[src/design/aes_defines.svh]
/*
  AES-128 round and key-store sizes
*/

`ifndef AES_DEFINES_SVH
`define AES_DEFINES_SVH

// Inverse rounds for a 128-bit key
`define AES_ROUNDS 10

// Round keys held by the key schedule, initial key included
`define AES_KEY_WORDS 11

`endif

[src/design/aes_pkg.sv]
/*
  AES shared types and byte substitution tables.
  Byte 0 of a block sits in the most significant bits, as in FIPS-197.
*/

package aes_pkg;

  typedef logic [127:0] block_t;
  typedef logic [31:0]  word_t;

  // Decryption core FSM
  typedef enum logic [2:0] {
    IDLE,
    KEY_EXPAND,
    ADD_INIT,
    SHIFT_SUB,
    ADD_KEY,
    MIX_COL,
    DONE
  } coreState_t;

  // Forward S-box, entry 0 in the top byte
  localparam logic [2047:0] sboxTable = {
    128'h637c777b_f26b6fc5_3001672b_fed7ab76,
    128'hca82c97d_fa5947f0_add4a2af_9ca472c0,
    128'hb7fd9326_363ff7cc_34a5e5f1_71d83115,
    128'h04c723c3_1896059a_071280e2_eb27b275,
    128'h09832c1a_1b6e5aa0_523bd6b3_29e32f84,
    128'h53d100ed_20fcb15b_6acbbe39_4a4c58cf,
    128'hd0efaafb_434d3385_45f9027f_503c9fa8,
    128'h51a3408f_929d38f5_bcb6da21_10fff3d2,
    128'hcd0c13ec_5f974417_c4a77e3d_645d1973,
    128'h60814fdc_222a9088_46eeb814_de5e0bdb,
    128'he0323a0a_4906245c_c2d3ac62_9195e479,
    128'he7c8376d_8dd54ea9_6c56f4ea_657aae08,
    128'hba78252e_1ca6b4c6_e8dd741f_4bbd8b8a,
    128'h703eb566_4803f60e_613557b9_86c11d9e,
    128'he1f89811_69d98e94_9b1e87e9_ce5528df,
    128'h8ca1890d_bfe64268_41992d0f_b054bb16
  };

  // Inverse S-box, same layout
  localparam logic [2047:0] invSboxTable = {
    128'h52096ad5_3036a538_bf40a39e_81f3d7fb,
    128'h7ce33982_9b2fff87_348e4344_c4dee9cb,
    128'h547b9432_a6c2233d_ee4c950b_42fac34e,
    128'h082ea166_28d924b2_765ba249_6d8bd125,
    128'h72f8f664_86689816_d4a45ccc_5d65b692,
    128'h6c704850_fdedb9da_5e154657_a78d9d84,
    128'h90d8ab00_8cbcd30a_f7e45805_b8b34506,
    128'hd02c1e8f_ca3f0f02_c1afbd03_01138a6b,
    128'h3a911141_4f67dcea_97f2cfce_f0b4e673,
    128'h96ac7422_e7ad3585_e2f937e8_1c75df6e,
    128'h47f11a71_1d29c589_6fb7620e_aa18be1b,
    128'hfc563e4b_c6d27920_9adbc0fe_78cd5af4,
    128'h1fdda833_8807c731_b1121059_2780ec5f,
    128'h60517fa9_19b54a0d_2de57a9f_93c99cef,
    128'ha0e03b4d_ae2af5b0_c8ebbb3c_83539961,
    128'h172b047e_ba77d626_e1691463_55210c7d
  };

  function automatic logic [7:0] sbox(input logic [7:0] b);
    return sboxTable[(255 - b) * 8 +: 8];
  endfunction

  function automatic logic [7:0] invSbox(input logic [7:0] b);
    return invSboxTable[(255 - b) * 8 +: 8];
  endfunction

endpackage

[src/design/aesInvMixColumn.sv]
/*
  Inverse MixColumns on one column over GF(2^8)
*/

`timescale 1ns/10ps

module aesInvMixColumn (
  input  aes_pkg::word_t in,
  output aes_pkg::word_t out
);

  // First matrix row, later rows are rotations of it
  localparam logic [3:0] coefRow [4] = '{4'he, 4'hb, 4'hd, 4'h9};

  function automatic logic [7:0] xtime(input logic [7:0] a);
    return {a[6:0], 1'b0} ^ (a[7] ? 8'h1b : 8'h00);
  endfunction

  // Coefficient bits select a, 2a, 4a and 8a
  function automatic logic [7:0] gfMul(input logic [7:0] a, input logic [3:0] coef);
    logic [7:0] a2;
    logic [7:0] a4;
    logic [7:0] a8;
    a2 = xtime(a);
    a4 = xtime(a2);
    a8 = xtime(a4);
    return ({8{coef[0]}} & a) ^ ({8{coef[1]}} & a2) ^
           ({8{coef[2]}} & a4) ^ ({8{coef[3]}} & a8);
  endfunction

  always_comb begin
    logic [7:0] acc;
    for (int i = 0; i < 4; i++) begin
      acc = 8'h00;
      for (int j = 0; j < 4; j++) begin
        acc = acc ^ gfMul(in[31 - 8 * j -: 8], coefRow[(j - i + 4) % 4]);
      end
      out[31 - 8 * i -: 8] = acc;
    end
  end

endmodule

[config.mk]
export PLATFORM = sky130hd
export DESIGN_NAME = aesInvMixColumn
export DESIGN_NICKNAME = d
export VERILOG_FILES = /design/src/design/aes_defines.svh /design/src/design/aes_pkg.sv /design/src/design/aesInvMixColumn.sv
export SDC_FILE = /design/constraint.sdc
export NUM_CORES = 1
export LEC_CHECK = 0
export BUFFER_PORTS_ARGS = -buffer_cell sky130_fd_sc_hd__buf_2
export CELL_PAD_IN_SITES_DETAIL_PLACEMENT = 1
export CELL_PAD_IN_SITES_GLOBAL_PLACEMENT = 1
export CORE_ASPECT_RATIO = 0.8
export CORE_MARGIN = 3
export CORE_UTILIZATION = 44
export DETAILED_ROUTE_END_ITERATION = 8
export MAX_ROUTING_LAYER = met4
export PLACE_DENSITY_LB_ADDON = 0.12
export SLEW_MARGIN = 20
export SYNTH_ARGS = -nofsm -noshare
export SYNTH_HDL_FRONTEND = slang
export SYNTH_SLANG_ARGS = --single-unit
[constraint.sdc]
create_clock -name vclk -period 3
set_clock_uncertainty 0.1 [all_clocks]
set_input_delay 0.6 -clock vclk [all_inputs]
set_output_delay 0.6 -clock vclk [all_outputs]
set_load 0.005 [all_outputs]
== After elaboration in Yosys (flattened, before gate mapping) ==
Cells that the tools add are included.

* Bits in registers: 0
* Input bits: 32
* Output and inout port bits: 32
* Word-level logic and storage cells: 64

* Mux-type cells: 12
* Bitwise gates (word level): 52

{| class="wikitable"
|+ Operators with widths
! cell !! number
|-
| 8-bit XOR || 47
|-
| 5-bit two-way mux || 12
|-
| 8-bit by 5-bit XOR with 8-bit output || 5
|}

== Depth between registers and ports, before layout ==
* Word-level depth: 10
* Depth in mapped cells: 5
* Depth with buffers taken out: 4

== Least setup slack after synthesis ==
No wires, ideal clock.

* Path type: input -> output
* From: input port in[14]
* To: output port out[27]
* Data arrival time: 2.175 ns
* Data required time: 2.300 ns
* Path slack: 0.125 ns
* Cell stages on the path: 5
* Path buffers: 1
* Path through: buf_2 -> xnor3_1 -> xor3_1 -> xnor3_1 -> xnor2_1

* Word-level cells in the longest chain between the ends: 7

{| class="wikitable"
|+ RTL lines
! element !! RTL line !! RTL
|-
| start: declaration || aesInvMixColumn.sv:8 || <nowiki>input aes_pkg::word_t in,</nowiki>
|-
| 8-bit by 5-bit XOR with 8-bit output || aesInvMixColumn.sv:16 || <nowiki>return {a[6:0], 1'b0} ^ (a[7] ? 8'h1b : 8'h00);</nowiki>
|-
| 5-bit two-way mux || aesInvMixColumn.sv:16 ||
|-
| 8-bit by 5-bit XOR with 8-bit output || aesInvMixColumn.sv:16 ||
|-
| 8-bit XOR || aesInvMixColumn.sv:27 || <nowiki>return ({8{coef[0]}} & a) ^ ({8{coef[1]}} & a2) ^</nowiki>
|-
| 8-bit XOR || aesInvMixColumn.sv:28 || <nowiki>({8{coef[2]}} & a4) ^ ({8{coef[3]}} & a8);</nowiki>
|-
| 8-bit XOR (2 in a row) || aesInvMixColumn.sv:36 || <nowiki>acc = acc ^ gfMul(in[31 - 8 * j -: 8], coefRow[(j - i + 4) % 4]);</nowiki>
|-
| end: declaration || aesInvMixColumn.sv:9 || <nowiki>output aes_pkg::word_t out</nowiki>
|}

Every way passes these cells.

== Worst setup path after layout ==
* From: input port in[31]
* To: output port out[27]

* Word-level cells in the longest chain between the ends: 8
* Elaborated cells on any way between the ends: 9
* Classes of those cells: 1 x mux; 8 x bitwise

{| class="wikitable"
|+ RTL lines
! element !! RTL line
|-
| 5-bit two-way mux (*) || aesInvMixColumn.sv:16
|-
| 8-bit by 5-bit XOR with 8-bit output (*) || aesInvMixColumn.sv:16
|-
| 8-bit XOR (2 in a row) || n/a
|-
| 8-bit XOR (*) || aesInvMixColumn.sv:28
|-
| 8-bit XOR (*) (3 in a row) || aesInvMixColumn.sv:36
|}

Mark *: on every way between the ends. The rest lies on a longest branch, timed or not.

==> impl_metrics.csv <==
group,metric,value,unit
grt,grt_first_pass_wirelength,11.0,mm
detailed_routing,route.antenna.remaining_nets,0,
critical_path,crit_path_max_fanout,5,
sta,final.period_utilization,98.9,%
power,peakVddDrop,0.297,mV
critical_path,setup.worst_path.end_class,"output port",
power,power.leakage,0.00145,µW
final_layout,fillCellCount,577,
placed_design,place_ws,-0.0320,ns
final_layout,seq_cell_count,0,
final_layout,clkbuf_count,0,
power,post-layout-total-power,1850,µW
min_path,worstHoldPathCells,3,
final_layout,final_cells,354,
detailed_routing,routed-via-count,1723,
sta,layout_min_cycle_time,2.97,ns
final_layout,area.growth.synth_to_final,29.0,%
logic_synthesis,synth.avg_cell_area,11.5,µm²
detailed_routing,firstDrtPassIters,4,
placed_design,place.detailed.instances,353,
power,p_per_area,604,nW/µm²
placed_design,place_congestion,0.865,
floorplanning,die-area,6310,µm²
critical_path,critical_path_required,2.30,ns
sta,fmax,0.337,GHz
floorplanning,floorplan.io_pins,64,
floorplanning,start_util,46.5,%
critical_path,crit_path_start,"in[31]",
critical_path,critical_path.startpoint_type,"input port",
grt,grt_start_max_net_pins,8,
sta,final-hold-violation-count,0,
final_layout,total_area_of_multi_input_combinational_cells,2380,µm²
detailed_routing,routed_wl,7.28,mm
logic_synthesis,post_synth_net_total,238,
sta,rsz0062_at_grt,"true",
sta,timing.final.setup_violations,0,
detailed_routing,avgRoutedWirePerCell,20.6,µm
logic_synthesis,post_synth_num_cell_types,12,
final_layout,final_area,3060,µm²
logic_synthesis,synthesis.yosys.warnings,0,
flow_run,max_cap_violations,0,
min_path,worst_hold_startpoint,"in[7]",
min_path,hold_path.class,"in2out",
placed_design,detailed_place_hpwl,6.32,mm
detailed_routing,detail_route.vias_per_cell,4.87,
floorplanning,placement_rows,23,
outcome,result_of_the_run,"completed",
final_layout,num_antenna_cells,0,
logic_synthesis,netlist_area,2370,µm²
sta,relSlewSlack,68.2,%
floorplanning,die_x,88.1,µm
grt,number_of_global_route_vias_before_repair,1854,
grt,number_of_antenna_violations_at_the_first_check_in_global_routing,0,
logic_synthesis,netlist_instances,206,
floorplanning,dieHeight,71.6,µm
final_layout,num-nets-final,326,
placed_design,place.port_buffers,64,
sta,total_count_of_max_transition_violations_in_the_final_report,0,
placed_design,dpl-instance-area,2960,µm²
critical_path,arrival_time_reported_for_the_critical_path_endpoint,2.27,ns
sta,final.setup.worst_slack,0.0319,ns
floorplanning,fp.coreArea,5090,µm²
detailed_routing,detail_route.drc_violations,0,
sta,least_margin_pin_slew,0.473,ns
grt,grt_overflow_total,0,
final_layout,fraction_of_final_layout_cells_with_drive_strength_greater_than_1,42.8,%
grt,grt_usage,24.4,%
final_layout,seq_area,0,µm²
min_path,min_delay_worst_endpoint,"out[0]",
detailed_routing,detail_route.iter0.violations,120,
critical_path,worst_setup_path_category,"in2out",
sta,finalSetupTns,0,ns
logic_synthesis,synth_seq_area_share,0,%
[per-stage QoR]
stage | util (%) | hold WS (ns)
after floorplan | - | 1.34
after global placement | 58.1 | 1.55
after detailed placement | 58.1 | 1.56
after CTS | 58.3 | 1.56
after global routing | 60.0 | 1.57
final | 60.0 | 1.57
[routing by layer]
layer | track usage (%) | up-vias | wire length [µm]
li1 | - | 819 | -
met1 | 34.5 | 835 | 3450
met2 | 38.8 | 58 | 3370
met3 | 1.95 | 11 | 306
met4 | 4.53 | 0 | 146
met5 | - | - | 0
[cell type report]
cell class | instances | area share, %
repair buffers | 101 | 19.6
multi-input cells | 191 | 77.9
well taps | 62 | 2.54
[what timing repair did]
item | CTS | global route
hold buffers | 0 | 0
cloned | 0 | 0
setup buffers | 0 | 1
pin swaps | 0 | 2
gates resized for setup | 1 | 13
setup endpoints to repair | 1 | 13
[worst max-delay path by stage]
stage	end	slack [ns]	cells after the start
after floorplan	out[27]	0.13	5
after global placement	out[5]	0.02	6
after detailed placement	out[5]	-0.03	6
after CTS	out[28]	0.003	6
after global routing	out[3]	-0.05	7
final	out[27]	0.03	7
[cell usage in the layout, fill, tap and decap left out]
cell / instances
sky130_fd_sc_hd__xnor2_1: 117
sky130_fd_sc_hd__buf_2: 64
sky130_fd_sc_hd__buf_4: 37
sky130_fd_sc_hd__xnor3_1: 26
sky130_fd_sc_hd__xor2_1: 19
sky130_fd_sc_hd__xnor2_2: 10
sky130_fd_sc_hd__xor3_1: 5
sky130_fd_sc_hd__xor2_2: 4
sky130_fd_sc_hd__xnor3_2: 4
sky130_fd_sc_hd__xnor2_4: 3
sky130_fd_sc_hd__xor2_4: 2
sky130_fd_sc_hd__xor3_2: 1
[cells in the mapped netlist]
cell,n,area share [%]
sky130_fd_sc_hd__clkbuf_1,5,0.79
sky130_fd_sc_hd__xor2_1,22,8.1
sky130_fd_sc_hd__xnor2_2,5,3.4
sky130_fd_sc_hd__xnor3_1,29,28
sky130_fd_sc_hd__buf_2,6,1.3
sky130_fd_sc_hd__xor3_1,6,6.0
sky130_fd_sc_hd__xnor2_1,122,45
sky130_fd_sc_hd__xor2_2,3,2.1
sky130_fd_sc_hd__buf_4,3,0.95
sky130_fd_sc_hd__xnor3_2,1,1.0
sky130_fd_sc_hd__clkbuf_2,1,0.21
sky130_fd_sc_hd__xnor2_4,3,3.5
[worst max-delay path: stages]
cell and delay, ns:
sky130_fd_sc_hd__buf_2 0.16, sky130_fd_sc_hd__buf_4 0.21, sky130_fd_sc_hd__xor2_1 0.18, sky130_fd_sc_hd__xnor3_1 0.51
sky130_fd_sc_hd__xnor2_1 0.32, sky130_fd_sc_hd__xnor2_2 0.16, sky130_fd_sc_hd__buf_2 0.13
[cell families (layout without fill, tap and decap cells)]
group	after synthesis	after routing	share of synthesized area, %
XOR/XNOR	191	191	96.8
buffers and inverters	15	101	3.22
[report_power, final]
part           internal, µW  switching (µW)  leakage [µW]
registers                 0               0             0
clock network             0               0             0
logic                  1070             772       0.00145
(Power assumes the default switching activity.)
